## src/hdl/logo.mem

```
C00
C01
C02
C03
C04
C05
C06
C07
C10
C11
C12
C13
C14
C15
C16
C17
C20
C21
C22
C23
C24
C25
C26
C27
C30
C31
C32
C33
C34
C35
C36
C37
C40
C41
C42
C43
C44
C45
C46
C47
C50
C51
C52
C53
C54
C55
C56
C57
C60
C61
C62
C63
C64
C65
C66
C67
C70
C71
C72
C73
C74
C75
C76
C77

```

## src/hdl/vga_pkg.sv

```systemverilog
`default_nettype none

package vga_pkg;

    typedef logic [10:0] coord_t;     // column or row count
    typedef logic [11:0] rgb12_t;     // r in [11:8], g in [7:4], b in [3:0]
    typedef logic [5:0]  logo_addr_t; // 8x8 image word index

    // horizontal timing, pixels
    localparam coord_t h_disp  = 11'd1280; // visible columns
    localparam coord_t h_front = 11'd48;   // front porch
    localparam coord_t h_sync  = 11'd112;  // sync pulse
    localparam coord_t h_back  = 11'd248;  // back porch
    localparam coord_t h_total = 11'd1688; // full line

    // vertical timing, lines
    localparam coord_t v_disp  = 11'd1024; // visible rows
    localparam coord_t v_front = 11'd1;    // front porch
    localparam coord_t v_sync  = 11'd3;    // sync pulse
    localparam coord_t v_back  = 11'd38;   // back porch
    localparam coord_t v_total = 11'd1066; // full frame

    // logo window geometry
    localparam coord_t      logo_x0    = 11'd608; // left edge
    localparam coord_t      logo_y0    = 11'd480; // top edge
    localparam int unsigned logo_src   = 8;       // source image side
    localparam int unsigned logo_scale = 8;       // pixel repeat, both axes
    localparam int unsigned logo_words = 64;      // rom depth
    localparam coord_t      logo_side  = coord_t'(logo_src * logo_scale); // 64 on screen

    // raster position seen by the pixel path
    typedef struct packed {
        coord_t hcnt;   // column
        coord_t vcnt;   // row
        logic   hsync;  // positive polarity
        logic   vsync;  // positive polarity
        logic   active; // inside visible area
    } scan_pos_t;

endpackage : vga_pkg

`default_nettype wire

```

## src/hdl/logo_rom.sv

```systemverilog
`timescale 1ns/10ps
`default_nettype none

module logo_rom
    import vga_pkg::*;
(
    input  logic       clk_vga, // pixel clock
    input  logo_addr_t addr,    // word index from pixel path
    output rgb12_t     data     // image word, one cycle after addr
);

    rgb12_t mem [0:logo_words-1]; // 8x8 image, row major

    // image contents, one hex word per line
    initial
    begin
        $readmemh("/design/src/hdl/logo.mem", mem);
    end

    // registered read, maps onto block or lut ram
    always_ff @(posedge clk_vga)
    begin
        data <= mem[addr];
    end

endmodule : logo_rom

`default_nettype wire

```

## src/hdl/pixel_mux.sv

```systemverilog
`timescale 1ns/10ps
`default_nettype none

module pixel_mux
    import vga_pkg::*;
(
    input  logic       clk_vga,   // pixel clock
    input  logic       RST_N,     // async, active low
    input  scan_pos_t  pos,       // raster position from timing
    input  rgb12_t     rgb,       // background colour
    output logo_addr_t rom_addr,  // to image rom
    input  rgb12_t     rom_data,  // from image rom, one cycle later
    output logic       vga_hsync, // to connector
    output logic       vga_vsync,
    output logic [3:0] vga_red,
    output logic [3:0] vga_green,
    output logic [3:0] vga_blue
);

    coord_t    dx;       // offset from window left edge
    coord_t    dy;       // offset from window top edge
    coord_t    col;      // source column, dx / scale
    coord_t    row;      // source row, dy / scale
    coord_t    addr_lin; // linear word index
    logic      in_win;   // position inside 64x64 window
    scan_pos_t pos_d1;   // stage 1 position
    rgb12_t    rgb_d1;   // stage 1 background
    logic      win_d1;   // stage 1 window flag
    rgb12_t    pix;      // stage 2 colour

    // window test, offsets wrap negative outside but in_win masks that
    assign dx     = pos.hcnt - logo_x0;
    assign dy     = pos.vcnt - logo_y0;
    assign in_win = (pos.hcnt >= logo_x0) && (pos.hcnt < logo_x0 + logo_side) &&
                    (pos.vcnt >= logo_y0) && (pos.vcnt < logo_y0 + logo_side);

    // each source pixel covers an 8x8 block
    assign col      = coord_t'(dx / logo_scale);
    assign row      = coord_t'(dy / logo_scale);
    assign addr_lin = coord_t'(row * logo_src + col);
    assign rom_addr = in_win ? logo_addr_t'(addr_lin) : '0; // rom samples this edge

    // stage 1, control part
    always_ff @(posedge clk_vga or negedge RST_N)
    begin
        if (!RST_N)
        begin
            pos_d1 <= '0; // syncs low, not active
            win_d1 <= 1'b0;
        end
        else
        begin
            pos_d1 <= pos;
            win_d1 <= in_win;
        end
    end

    // stage 1, background colour alongside
    always_ff @(posedge clk_vga)
    begin
        rgb_d1 <= rgb;
    end

    // stage 2, colour choice lines up with rom output
    always_ff @(posedge clk_vga or negedge RST_N)
    begin
        if (!RST_N)
        begin
            pix       <= '0;
            vga_hsync <= 1'b0;
            vga_vsync <= 1'b0;
        end
        else
        begin
            if (!pos_d1.active)
            begin
                pix <= '0; // black in blanking
            end
            else if (win_d1)
            begin
                pix <= rom_data; // logo word
            end
            else
            begin
                pix <= rgb_d1; // background fill
            end
            vga_hsync <= pos_d1.hsync; // two cycles behind counters
            vga_vsync <= pos_d1.vsync;
        end
    end

    // split 12-bit word onto the pins
    assign vga_red   = pix[11:8];
    assign vga_green = pix[7:4];
    assign vga_blue  = pix[3:0];

endmodule : pixel_mux

`default_nettype wire

```

## src/hdl/vga_logo_top.sv

```systemverilog
`timescale 1ns/10ps
`default_nettype none

module vga_logo_top
    import vga_pkg::*;
(
    input  logic       clk_vga,   // 108 MHz pixel clock from board
    input  logic       RST_N,     // async, active low
    input  rgb12_t     rgb,       // background colour
    output logic       vga_hsync, // positive sync
    output logic       vga_vsync, // positive sync
    output logic [3:0] vga_red,
    output logic [3:0] vga_green,
    output logic [3:0] vga_blue
);

    scan_pos_t  pos;      // timing to pixel path
    logo_addr_t rom_addr; // pixel path to rom
    rgb12_t     rom_data; // rom to pixel path

    // raster counters and sync decode
    vga_timing u_timing (
        .clk_vga (clk_vga),
        .RST_N   (RST_N),
        .pos     (pos)
    );

    // 8x8 logo image
    logo_rom u_rom (
        .clk_vga (clk_vga),
        .addr    (rom_addr),
        .data    (rom_data)
    );

    // window detect and colour select
    pixel_mux u_mux (
        .clk_vga   (clk_vga),
        .RST_N     (RST_N),
        .pos       (pos),
        .rgb       (rgb),
        .rom_addr  (rom_addr),
        .rom_data  (rom_data),
        .vga_hsync (vga_hsync),
        .vga_vsync (vga_vsync),
        .vga_red   (vga_red),
        .vga_green (vga_green),
        .vga_blue  (vga_blue)
    );

endmodule : vga_logo_top

`default_nettype wire

```

## src/hdl/vga_timing.sv

```systemverilog
`timescale 1ns/10ps
`default_nettype none

module vga_timing
    import vga_pkg::*;
(
    input  logic      clk_vga, // pixel clock
    input  logic      RST_N,   // async, active low
    output scan_pos_t pos      // current raster position
);

    coord_t hcnt; // column counter
    coord_t vcnt; // line counter
    logic   h_wrap; // last pixel of line
    logic   v_wrap; // last line of frame

    assign h_wrap = (hcnt == h_total - 1'b1);
    assign v_wrap = (vcnt == v_total - 1'b1);

    // column counter, runs continuously
    always_ff @(posedge clk_vga or negedge RST_N)
    begin
        if (!RST_N)
        begin
            hcnt <= '0;
        end
        else if (h_wrap)
        begin
            hcnt <= '0; // back to column 0
        end
        else
        begin
            hcnt <= hcnt + 1'b1;
        end
    end

    // line counter, steps at the end of every full line
    always_ff @(posedge clk_vga or negedge RST_N)
    begin
        if (!RST_N)
        begin
            vcnt <= '0;
        end
        else if (h_wrap)
        begin
            if (v_wrap)
            begin
                vcnt <= '0; // new frame
            end
            else
            begin
                vcnt <= vcnt + 1'b1;
            end
        end
    end

    // decode straight from the counter registers
    always_comb
    begin
        pos.hcnt   = hcnt;
        pos.vcnt   = vcnt;
        pos.hsync  = (hcnt >= h_disp + h_front) &&
                     (hcnt <  h_disp + h_front + h_sync); // 1328..1439
        pos.vsync  = (vcnt >= v_disp + v_front) &&
                     (vcnt <  v_disp + v_front + v_sync); // 1025..1027
        pos.active = (hcnt < h_disp) && (vcnt < v_disp);
    end

endmodule : vga_timing

`default_nettype wire

```

## config.mk

```make
export PLATFORM = sky130hd
export DESIGN_NAME = vga_logo_top
export DESIGN_NICKNAME = d
export VERILOG_FILES = /design/src/hdl/vga_pkg.sv /design/src/hdl/logo_rom.sv /design/src/hdl/pixel_mux.sv /design/src/hdl/vga_logo_top.sv /design/src/hdl/vga_timing.sv
export SDC_FILE = /design/constraint.sdc
export NUM_CORES = 1
export LEC_CHECK = 0
export ABC_AREA = 1
export BUFFER_PORTS_ARGS = -buffer_cell sky130_fd_sc_hd__clkbuf_2
export CAP_MARGIN = 20
export CORE_MARGIN = 4
export CORE_UTILIZATION = 45
export DETAILED_ROUTE_END_ITERATION = 10
export GPL_TIMING_DRIVEN = 0
export HOLD_SLACK_MARGIN = 0.06
export PLACE_DENSITY = 0.63
export SYNTH_ARGS = -nofsm -noshare
export SYNTH_HDL_FRONTEND = slang
export SYNTH_SLANG_ARGS = --single-unit
```

## constraint.sdc

```tcl
create_clock -name clk_vga -period 1.4 [get_ports clk_vga]
set_input_delay 0.35 -clock clk_vga [delete_from_list [all_inputs] [get_ports clk_vga]]
set_output_delay 0.35 -clock clk_vga [all_outputs]
set_load 0.05 [all_outputs]
```

==> flow_summary.yaml, run 1 <==
status:
  status: "finished clean"
sta:
  slew_violations: 0
  layout_setup_ws_ns: 0.0418
  slew_headroom: 0.736
  final.period_utilization: 0.970
  fin_worst_skew_ns: 0.00781
  max_clock_freq_ghz: 0.736
  grt_setup_unrepaired: "yes"
  finalSetupViolCount: 0
  timing.final.hold_violations: 0
  worst-slew-pin-transition_ns: 0.396
  period_minus_slack_ns: 1.36
global_routing:
  grt_pass1_wl_microns: 6600
  grt_overflow: 0
  grt_usage: 0.136
  pin_count_of_the_biggest_net_entering_global_routing: 40
  first_global_vias: 1491
  number_of_antenna_violations_at_the_first_check_in_global_routing: 0
yosys:
  synth-seq-area-share: 0.564
  ys_ff_latch: 51
  syn_nets: 275
  ys_warn_count: 0
  netlist-cell-type-count: 23
  synth.cell_area_sq_um: 2160
  post_synth_inst_count: 258
  synth_area_per_cell_sq_um: 8.36
place:
  dp_slack_ns: -0.103
  place_congestion: 0.797
  port_buffers: 27
  detailedPlacementHpwl_microns: 2660
  place.detailed.instances: 337
floorplan:
  x_dimension_of_the_die_microns: 77.2
  num_io_pins: 28
  core_area_sq_um: 4500
  die_h_microns: 77.2
  die_area_sq_um: 5970
  floorplan.initialDensity: 0.479
  rows: 24
clock_tree:
  clk_path_buf_depth: 2
  tritoncts_clock_tree: "yes"
  num_clock_sinks: 51
  clock_root_buffer: "sky130_fd_sc_hd__clkbuf_8"
  clock_insertion_delay_at_the_later_pin_of_the_skew_report_ns: 0.31
  clkSlewWorstSetupHoldPaths_ns: 0.10
  cts_buffers: 5
  clock_tree.htree_level_count: 2
drt:
  detailedRoute.firstPassIterationCount: 4
  totalWireLength_microns: 3990
  detail_route.drc_violations: 0
  drtAntennaViolNets: 0
  drt-initial-drc-count: 112
  vias_per_cell: 4.68
  vias: 1657
  avgRoutedWirePerCell_microns: 11.3
worst_hold_path:
  hold-path-endpoint: "u_mux.rgb_d1[7]"
  holdPathStages: 1
  worst_hold_startpoint: "rgb[7]"
  hold_removal_path_class: "in -> reg"
final_layout:
  sequential_cell_area_sq_um: 1220
  fill_cells: 398
  drive_gt1_frac: 0.238
  area_of_combinational_cells_with_multiple_inputs_sq_um: 802
  areaGrowthSynthToFinish_pct: 21.1
  final-instance-count-excl-fill: 354
  antenna_cells: 0
  layout.nets: 318
critical_path:
  worst-r2r-setup-slack_ns: 0.04
  cpMostUsedCell: "sky130_fd_sc_hd__nand2_2"
  cell_with_the_largest_stage_delay_on_the_worst_path: "sky130_fd_sc_hd__dfrtp_1"
  critPathMaxStageDelay_ns: 0.41
  worst-endpoint-arrival_ns: 1.57
  r2r_cells: 7
  worstPathRequired_ns: 1.61
  worstSetupPathType: "reg -> reg"
  timing.critical_path.to_type: "register"
  cp_max_fo: 7
  critical_path.startpoint_type: "register"
  rr_endpoint: "u_timing.hcnt[0]"
  r2r-start: "u_timing.hcnt[1]"
  list_of_cells_traversed_by_the_critical_path: "ha_4 > nand2_2 > nor2_2 > nand2_2 > nor2_4 > buf_4 > nor2_1"
run:
  max_cap_violations: 0
power_and_ir_drop:
  power.density_cell_area_nw_per_um2: 980
  p_leak_nw: 1.36
  vdd.ir_drop.worst_v: 0.000777
[layout by cell type, fill, tap and decap left out, types with 2 or more instances in the layout]
| cell type | instances |
|---|---|
| sky130_fd_sc_hd__nand2_1 | 64 |
| sky130_fd_sc_hd__inv_1 | 41 |
| sky130_fd_sc_hd__dfrtp_1 | 37 |
| sky130_fd_sc_hd__nor2_1 | 27 |
| sky130_fd_sc_hd__clkbuf_2 | 27 |
| sky130_fd_sc_hd__nand3_1 | 15 |
| sky130_fd_sc_hd__dfxtp_1 | 12 |
| sky130_fd_sc_hd__buf_4 | 6 |
| sky130_fd_sc_hd__nor2_2 | 6 |
| sky130_fd_sc_hd__xor2_1 | 6 |
| sky130_fd_sc_hd__o21ai_1 | 5 |
| sky130_fd_sc_hd__nor3_1 | 5 |
| sky130_fd_sc_hd__clkbuf_8 | 5 |
| sky130_fd_sc_hd__nand2_2 | 4 |
| sky130_fd_sc_hd__nand3_2 | 4 |
| sky130_fd_sc_hd__a21oi_1 | 4 |
| sky130_fd_sc_hd__inv_2 | 3 |
| sky130_fd_sc_hd__buf_6 | 3 |
| sky130_fd_sc_hd__buf_2 | 3 |
| sky130_fd_sc_hd__nand4_1 | 3 |
| sky130_fd_sc_hd__nand3b_1 | 3 |
| sky130_fd_sc_hd__nor2_4 | 2 |
| sky130_fd_sc_hd__o21ai_0 | 2 |
| sky130_fd_sc_hd__ha_1 | 2 |
| sky130_fd_sc_hd__inv_6 | 2 |
| sky130_fd_sc_hd__dfrtp_2 | 2 |
[sequential cells by signal (all words and copies together), names as in the netlist]
register         cells
u_mux.rgb_d1        12
u_timing.vcnt       11
u_mux.vga_vsync      1
u_timing.hcnt       11
u_mux.vga_hsync      1
u_mux.pix           12
u_mux.pos_d1         3
[worst max-delay path by stage]
| stage | startpoint | end | slack [ns] | depth (start not counted) |
|---|---|---|---|---|
| 2_1_floorplan | u_timing.hcnt[0] | u_timing.vcnt[0] | 0.11 | 8 |
| 3_3_place_gp | u_timing.hcnt[0] | u_timing.vcnt[1] | -0.12 | 8 |
| 4_1_cts | u_timing.hcnt[0] | u_timing.vcnt[1] | 0.02 | 8 |
| 3_5_place_dp | u_timing.hcnt[0] | u_timing.vcnt[1] | -0.10 | 8 |
| 5_1_grt | u_timing.hcnt[1] | u_timing.vcnt[1] | -0.06 | 8 |
| 6_report | u_timing.hcnt[1] | u_timing.hcnt[0] | 0.04 | 7 |
[stage by stage]
step	TNS (ns)	total power, mW	hold WS, ns	area, sq um	util
after floorplan	0	1.62	0.0544	2160	-
after global placement	-0.725	1.68	0.333	2360	0.523
after detailed placement	-0.705	1.68	0.336	2360	0.523
after CTS	0	2.60	0.126	2480	0.551
after global routing	-0.820	2.69	0.112	2610	0.580
final	0	2.56	0.137	2610	0.580
[logic make-up (layout without fill, tap and decap cells)]
family          count (synthesis)  in the layout  share of synthesized area
buf+inv                        50             94                     0.0940
fa+ha+maj                       3              3                     0.0174
xor+xnor                        6              6                     0.0244
compound gates                 14             14                     0.0348
simple gates                  134            134                      0.266
flops                          51             51                      0.564
[where the power goes]
| part | internal [mW] | switching (mW) | leakage, nW |
|---|---|---|---|
| logic | 0.0374 | 0.105 | 0.717 |
| registers | 1.50 | 0.00855 | 0.595 |
| clock network | 0.378 | 0.529 | 0.0511 |
| total | 1.92 | 0.642 | 1.36 |
[critical path: cells and delay by family (launching register included)]
| family | cells | cell delay, ns |
|---|---|---|
| adders and majority gates | 1 | 0.18 |
| buffers and inverters | 1 | 0.18 |
| DFF | 1 | 0.41 |
| and+or+nand+nor | 5 | 0.49 |
[synth_stat cells, drive strengths merged]
library cell  instances  share of area
a21oi                 4         0.0093
buf                   5          0.016
clkbuf                1         0.0017
dfrtp                39           0.45
dfxtp                12           0.11
ha                    3          0.017
inv                  44          0.077
nand2                68           0.12
nand3                19          0.044
nand3b                3          0.010
nand4                 3         0.0087
nor2                 35          0.069
nor3                  5          0.012
nor3b                 1         0.0035
o211ai                1         0.0035
o21ai                 8          0.019
o21bai                1         0.0035
xor2                  6          0.024
[routing by layer]
metal / track usage / vias to the layer above / part of all wire
met4: 0.0374 / 0 / 0.010
met1: 0.177 / 748 / 0.45
li1: - / 866 / -
met2: 0.217 / 38 / 0.47
met3: 0.0468 / 5 / 0.072
met5: 0 / - / 0
[repair_timing]
action | CTS | global route
endpoints found under the setup margin | 15 | 19
hold buffers | 0 | 1
buffers inserted | 2 | 4
pin swaps | 1 | 13
hold endpoints to repair | 0 | 14
resized for setup | 2 | 27
gates cloned | 0 | 1
[area by class of cell]
class,count,area share
Buffer,6,0.0144
Clock buffer,5,0.0264
Clock inverter,3,0.0110
Inverter,44,0.0632
Multi-Input combinational cell,157,0.307
Sequential cell,51,0.467
Tap cell,52,0.0249
Timing Repair Buffer,36,0.0862
Power figures use the tool's default switching activity.
==> run 2, diff against run 1 <==
--- a/config.mk
+++ b/config.mk
@@ -9,11 +9,12 @@
 export BUFFER_PORTS_ARGS = -buffer_cell sky130_fd_sc_hd__clkbuf_2
 export CAP_MARGIN = 20
 export CORE_MARGIN = 4
-export CORE_UTILIZATION = 45
+export CORE_UTILIZATION = 40
 export DETAILED_ROUTE_END_ITERATION = 10
 export GPL_TIMING_DRIVEN = 0
 export HOLD_SLACK_MARGIN = 0.06
-export PLACE_DENSITY = 0.63
+export MAX_ROUTING_LAYER = met4
+export PLACE_DENSITY = 0.57
 export SYNTH_ARGS = -nofsm -noshare
 export SYNTH_HDL_FRONTEND = slang
 export SYNTH_SLANG_ARGS = --single-unit
==> flow_summary.yaml, run 2 (synthesized netlist as in run 1, its figures left out) <==
place:
  port_buffers: 27
  detailedPlacementHpwl_microns: 2850
  place_congestion: 0.801
drt:
  drtAntennaViolNets: 0
  drt-initial-drc-count: 82
  detail_route.drc_violations: 0
  detailedRoute.firstPassIterationCount: 4
  totalWireLength_microns: 4150
  avgRoutedWirePerCell_microns: 11.2
  vias_per_cell: 4.44
  vias: 1649
critical_path:
  rr_endpoint: "u_timing.vcnt[9]"
  r2r_cells: 7
  worstPathRequired_ns: 1.58
  worst-endpoint-arrival_ns: 1.55
  critical_path.startpoint_type: "register"
  worst-r2r-setup-slack_ns: 0.03
  cp_max_fo: 5
  r2r-start: "u_timing.hcnt[1]"
  worstSetupPathType: "reg -> reg"
  timing.critical_path.to_type: "register"
sta:
  worst-slew-pin-transition_ns: 0.455
  finalSetupViolCount: 0
  final.period_utilization: 0.976
  slew_headroom: 0.697
  timing.final.hold_violations: 0
  max_clock_freq_ghz: 0.732
  period_minus_slack_ns: 1.37
  grt_setup_unrepaired: "yes"
  fin_worst_skew_ns: 0.00557
  setup_tns_ns: 0
  slew_violations: 0
clock_tree:
  clock_root_buffer: "sky130_fd_sc_hd__clkbuf_8"
  clock_insertion_delay_at_the_later_pin_of_the_skew_report_ns: 0.30
  clock_tree.htree_level_count: 2
  tritoncts_clock_tree: "yes"
  cts_buffers: 5
  num_clock_sinks: 51
  clk_path_buf_depth: 2
  clkSlewWorstSetupHoldPaths_ns: 0.09
final_layout:
  layout_common_cells: "66 x sky130_fd_sc_hd__nand2_1, 40 x sky130_fd_sc_hd__inv_1, 36 x sky130_fd_sc_hd__dfrtp_1, 28 x sky130_fd_sc_hd__nor2_1, 27 x sky130_fd_sc_hd__clkbuf_2"
  final_common_cell: "sky130_fd_sc_hd__nand2_1"
  drive_gt1_frac: 0.226
  antenna_cells: 0
  layout.nets: 317
  fin_util: 0.504
  reg.largest.list: "u_mux.pix: 12 flops, u_mux.rgb_d1: 12 flops"
  areaGrowthSynthToFinish_pct: 20.9
floorplan:
  rows: 26
  floorplan.initialDensity: 0.417
  x_dimension_of_the_die_microns: 81.4
  core_area_sq_um: 5170
  die_h_microns: 81.4
  die_area_sq_um: 6630
  num_io_pins: 28
global_routing:
  number_of_antenna_violations_at_the_first_check_in_global_routing: 0
  grt_overflow: 0
  pin_count_of_the_biggest_net_entering_global_routing: 40
  grt_usage: 0.146
  grt_pass1_wl_microns: 7180
  first_global_vias: 1556
worst_hold_path:
  hold-path-endpoint: "u_mux.rgb_d1[5]"
  worst_hold_startpoint: "rgb[5]"
  hold_removal_path_class: "in -> reg"
  holdPathStages: 1
power_and_ir_drop:
  vdd.ir_drop.worst_v: 0.000610
  power.density_cell_area_nw_per_um2: 959
  p_leak_nw: 1.35
status:
  status: "finished clean"
run:
  max_cap_violations: 0
## run 2: cell count changes in the layout (fill, tap and decap cells not counted), moves of 2 or more
cell | before | now
sky130_fd_sc_hd__nand2_1 | 64 | 66
sky130_fd_sc_hd__nand2_2 | 4 | 2
sky130_fd_sc_hd__o21ai_0 | 2 | 5
sky130_fd_sc_hd__o21ai_1 | 5 | 3
sky130_fd_sc_hd__nor2_2 | 6 | 4
## run 2: how the worst max path moves through the flow
stage	cells after the start	start	slack (ns)	endpoint
after floorplan	8	u_timing.hcnt[0]	0.11	u_timing.vcnt[0]
after global placement	8	u_timing.hcnt[0]	-0.13	u_timing.vcnt[1]
after detailed placement	8	u_timing.hcnt[0]	-0.15	u_timing.vcnt[0]
after CTS	8	u_timing.hcnt[0]	0.01	u_timing.vcnt[10]
after global routing	8	u_timing.hcnt[1]	-0.07	u_timing.vcnt[0]
final	7	u_timing.hcnt[1]	0.03	u_timing.vcnt[9]
## run 2: critical path, stage by stage, from the launching register on
cell and delay, ns:
sky130_fd_sc_hd__dfrtp_1 0.41, sky130_fd_sc_hd__ha_4 0.18, sky130_fd_sc_hd__inv_2 0.04, sky130_fd_sc_hd__nor2_1 0.08
sky130_fd_sc_hd__nand2_1 0.10, sky130_fd_sc_hd__nor2_4 0.19, sky130_fd_sc_hd__buf_4 0.17, sky130_fd_sc_hd__o21ai_0 0.08
## run 2: through the flow
step | instances | cell area, sq um | hold slack, ns | total power [mW] | setup WS, ns
floorplan | 258 | 2160 | 0.0544 | 1.62 | 0.107
global placement | 355 | 2380 | 0.333 | 1.68 | -0.135
detailed placement | 355 | 2380 | 0.339 | 1.68 | -0.147
CTS | 365 | 2490 | 0.136 | 2.54 | 0.0134
global route | 371 | 2610 | 0.125 | 2.61 | -0.0711
finish | 371 | 2610 | 0.147 | 2.50 | 0.0339
## run 2: power by group
group	total (mW)	switching, mW	internal, mW
clock	0.847	0.486	0.361
sequential	1.51	0.00817	1.50
combinational	0.143	0.105	0.0374
total	2.50	0.599	1.90
## run 2: what timing repair did
item,4_1_cts,5_1_grt
hold endpoints to repair,0,12
endpoints found under the setup margin,15,19
gates resized for setup,3,21
hold buffers,0,1
gates cloned,0,1
buffers inserted,2,3
pin swaps,1,9
## run 2: area by class of cell
cell class	count	area, sq um
timing repair buffer	35	214
buffer	6	37.5
clock inverter	2	15.0
fill	507	2560
clock buffer	6	72.6
inverter	44	165
multi-input combinational	157	796
tap	70	87.6
sequential	51	1220
## run 2: per-layer routing
metal  routed length [microns]  vias up  global-route usage  part of all wire
met5                         0        -                   -                 0
met4                        46        0              0.0456             0.011
met3                       105        5              0.0362             0.025
met2                      2070       14               0.231              0.50
met1                      1930      759               0.184              0.46
li1                          -      871                   -                 -
==> run 3, diff against run 2 <==
--- a/config.mk
+++ b/config.mk
@@ -9,12 +9,12 @@
 export BUFFER_PORTS_ARGS = -buffer_cell sky130_fd_sc_hd__clkbuf_2
 export CAP_MARGIN = 20
 export CORE_MARGIN = 4
-export CORE_UTILIZATION = 40
+export CORE_UTILIZATION = 47
 export DETAILED_ROUTE_END_ITERATION = 10
 export GPL_TIMING_DRIVEN = 0
 export HOLD_SLACK_MARGIN = 0.06
 export MAX_ROUTING_LAYER = met4
-export PLACE_DENSITY = 0.57
+export PLACE_DENSITY = 0.66
 export SYNTH_ARGS = -nofsm -noshare
 export SYNTH_HDL_FRONTEND = slang
 export SYNTH_SLANG_ARGS = --single-unit
==> flow_summary.yaml, run 3 (synthesized netlist as in run 1, its figures left out) <==
power_and_ir_drop:
  sw_frac_of_total: 0.223
  p_leak_nw: 1.41
  seq_power_share: 0.551
  power.net_switching_mw: 0.612
  power.density_cell_area_nw_per_um2: 1020
  power_internal_mw: 2.13
  vdd.ir_drop.worst_v: 0.000677
  clockPowerShare: 0.396
  combPwrFrac: 0.053
floorplan:
  x_dimension_of_the_die_microns: 75.7
  core_area_sq_um: 4380
  die_area_sq_um: 5740
  num_io_pins: 28
  floorplan.initialDensity: 0.492
  die_h_microns: 75.7
  rows: 24
final_layout:
  final_common_cell: "sky130_fd_sc_hd__nand2_1"
  areaGrowthSynthToFinish_pct: 24.1
  reg.largest.list: "u_mux.pix: 12 flops, u_mux.rgb_d1: 12 flops"
  layout.nets: 319
  layout_common_cells: "63 x sky130_fd_sc_hd__nand2_1, 40 x sky130_fd_sc_hd__inv_1, 36 x sky130_fd_sc_hd__dfrtp_1, 27 x sky130_fd_sc_hd__clkbuf_2, 26 x sky130_fd_sc_hd__nor2_1"
  antenna_cells: 0
  final-instance-count-excl-fill: 355
  drive_gt1_frac: 0.257
drt:
  drtAntennaViolNets: 0
  vias_per_cell: 4.79
  vias: 1700
  detail_route.drc_violations: 0
  drt-initial-drc-count: 136
  detailedRoute.firstPassIterationCount: 4
  avgRoutedWirePerCell_microns: 12.4
  totalWireLength_microns: 4410
critical_path:
  critical_path_buf_inv_count: 2
  cp_top_family: "simple AND/OR/NAND/NOR gates"
  critical_path.startpoint_type: "register"
  critPathMaxStageDelay_ns: 0.40
  worstSetupPathType: "reg -> reg"
  worstPathRequired_ns: 1.65
  worst-endpoint-arrival_ns: 1.63
  cp_max_fo: 5
  list_of_cells_traversed_by_the_critical_path: "ha_4 > inv_2 > nor2_2 > nand2_2 > nor2_4 > buf_4 > nand3b_1 > nand2_1"
  timing.critical_path.to_type: "register"
  cell_with_the_largest_stage_delay_on_the_worst_path: "sky130_fd_sc_hd__dfrtp_1"
place:
  place.detailed.instances: 337
  port_buffers: 27
  detailedPlacementHpwl_microns: 2740
  place_congestion: 0.795
  dp_slack_ns: -0.124
sta:
  layout_setup_ws_ns: 0.0239
  max_clock_freq_ghz: 0.727
  grt_setup_unrepaired: "yes"
  setup_tns_ns: 0
  slew_violations: 0
  slew_headroom: 0.674
  final.period_utilization: 0.983
  timing.final.hold_violations: 0
  fin_worst_skew_ns: 0.00942
  period_minus_slack_ns: 1.38
  finalSetupViolCount: 0
  worst-slew-pin-transition_ns: 0.489
global_routing:
  grt_pass1_wl_microns: 7470
  grt_overflow: 0
  first_global_vias: 1654
  number_of_antenna_violations_at_the_first_check_in_global_routing: 0
  pin_count_of_the_biggest_net_entering_global_routing: 40
  grt_usage: 0.176
clock_tree:
  cts_buffers: 5
  clk_path_buf_depth: 2
  clock_root_buffer: "sky130_fd_sc_hd__clkbuf_8"
  tritoncts_clock_tree: "yes"
  clkSlewWorstSetupHoldPaths_ns: 0.10
  num_clock_sinks: 51
  clock_insertion_delay_at_the_later_pin_of_the_skew_report_ns: 0.31
  clock_tree.htree_level_count: 2
run:
  max_cap_violations: 0
status:
  status: "finished clean"
worst_hold_path:
  hold_removal_path_class: "in -> reg"
[run 3: layer usage]
metal  wire length [microns]  share of wire  global-route usage
met1                    1960           0.45               0.216
met2                    2240           0.51               0.284
met3                     147          0.033              0.0488
met4                      53          0.012              0.0485
met5                       0              0                   -
[run 3: what timing repair did]
| action | CTS | global route |
|---|---|---|
| setup endpoints to repair | 17 | 13 |
| cloned | 1 | 1 |
| pin swaps | 4 | 10 |
| hold buffers | 0 | 1 |
| buffers inserted | 5 | 1 |
| endpoints found under the hold margin | 0 | 17 |
| gates resized for setup | 5 | 31 |
[run 3: cell type report]
type                            count  area [sq um]
Tap cell                           52          65.1
Fill cell                         372          1710
Sequential cell                    51          1220
Inverter                           44           165
Timing Repair Buffer               36           225
Multi-Input combinational cell    158           842
Clock buffer                        6          82.6
Buffer                              6          37.5
Clock inverter                      2          38.8
[run 3: worst paths after layout]
check	from	end	slack [ns]	cells after the start
min	rgb[10]	u_mux.rgb_d1[10]	0.14	1
min reg2reg	u_mux.pos_d1[2]	u_mux.vga_hsync	0.35	0
max	u_timing.hcnt[1]	u_timing.vcnt[0]	0.02	8
max in group asynchronous	RST_N	u_timing.vcnt[0]	0.39	3
max reg2reg	u_timing.hcnt[1]	u_timing.vcnt[0]	0.02	8
min in group asynchronous	RST_N	u_mux.vga_hsync	0.53	2
[run 3: worst register-to-register path, delay by kind of cell (launching register included)]
family | cells | cell delay [ns]
AND/OR/NAND/NOR | 5 | 0.50
adder cells (fa/ha/maj) | 1 | 0.19
flip-flops | 1 | 0.40
buffers and inverters | 2 | 0.23
[run 3: through the flow]
step	utilization	area, sq um	total power [mW]	hold WS (ns)
global placement	0.538	2360	1.68	0.332
global route	0.610	2680	2.85	0.116
detailed placement	0.538	2360	1.68	0.336
CTS	0.580	2540	2.76	0.129
finish	0.610	2680	2.74	0.137
floorplan	-	2160	1.62	0.0544
[run 3: power groups by stage]
stage               Clock [mW]  Sequential [mW]  Combinational (mW)
floorplan                    0             1.61              0.0122
global placement             0             1.54               0.135
detailed placement           0             1.54               0.137
CTS                       1.11             1.51               0.137
global route              1.17             1.51               0.160
finish                    1.09             1.51               0.146
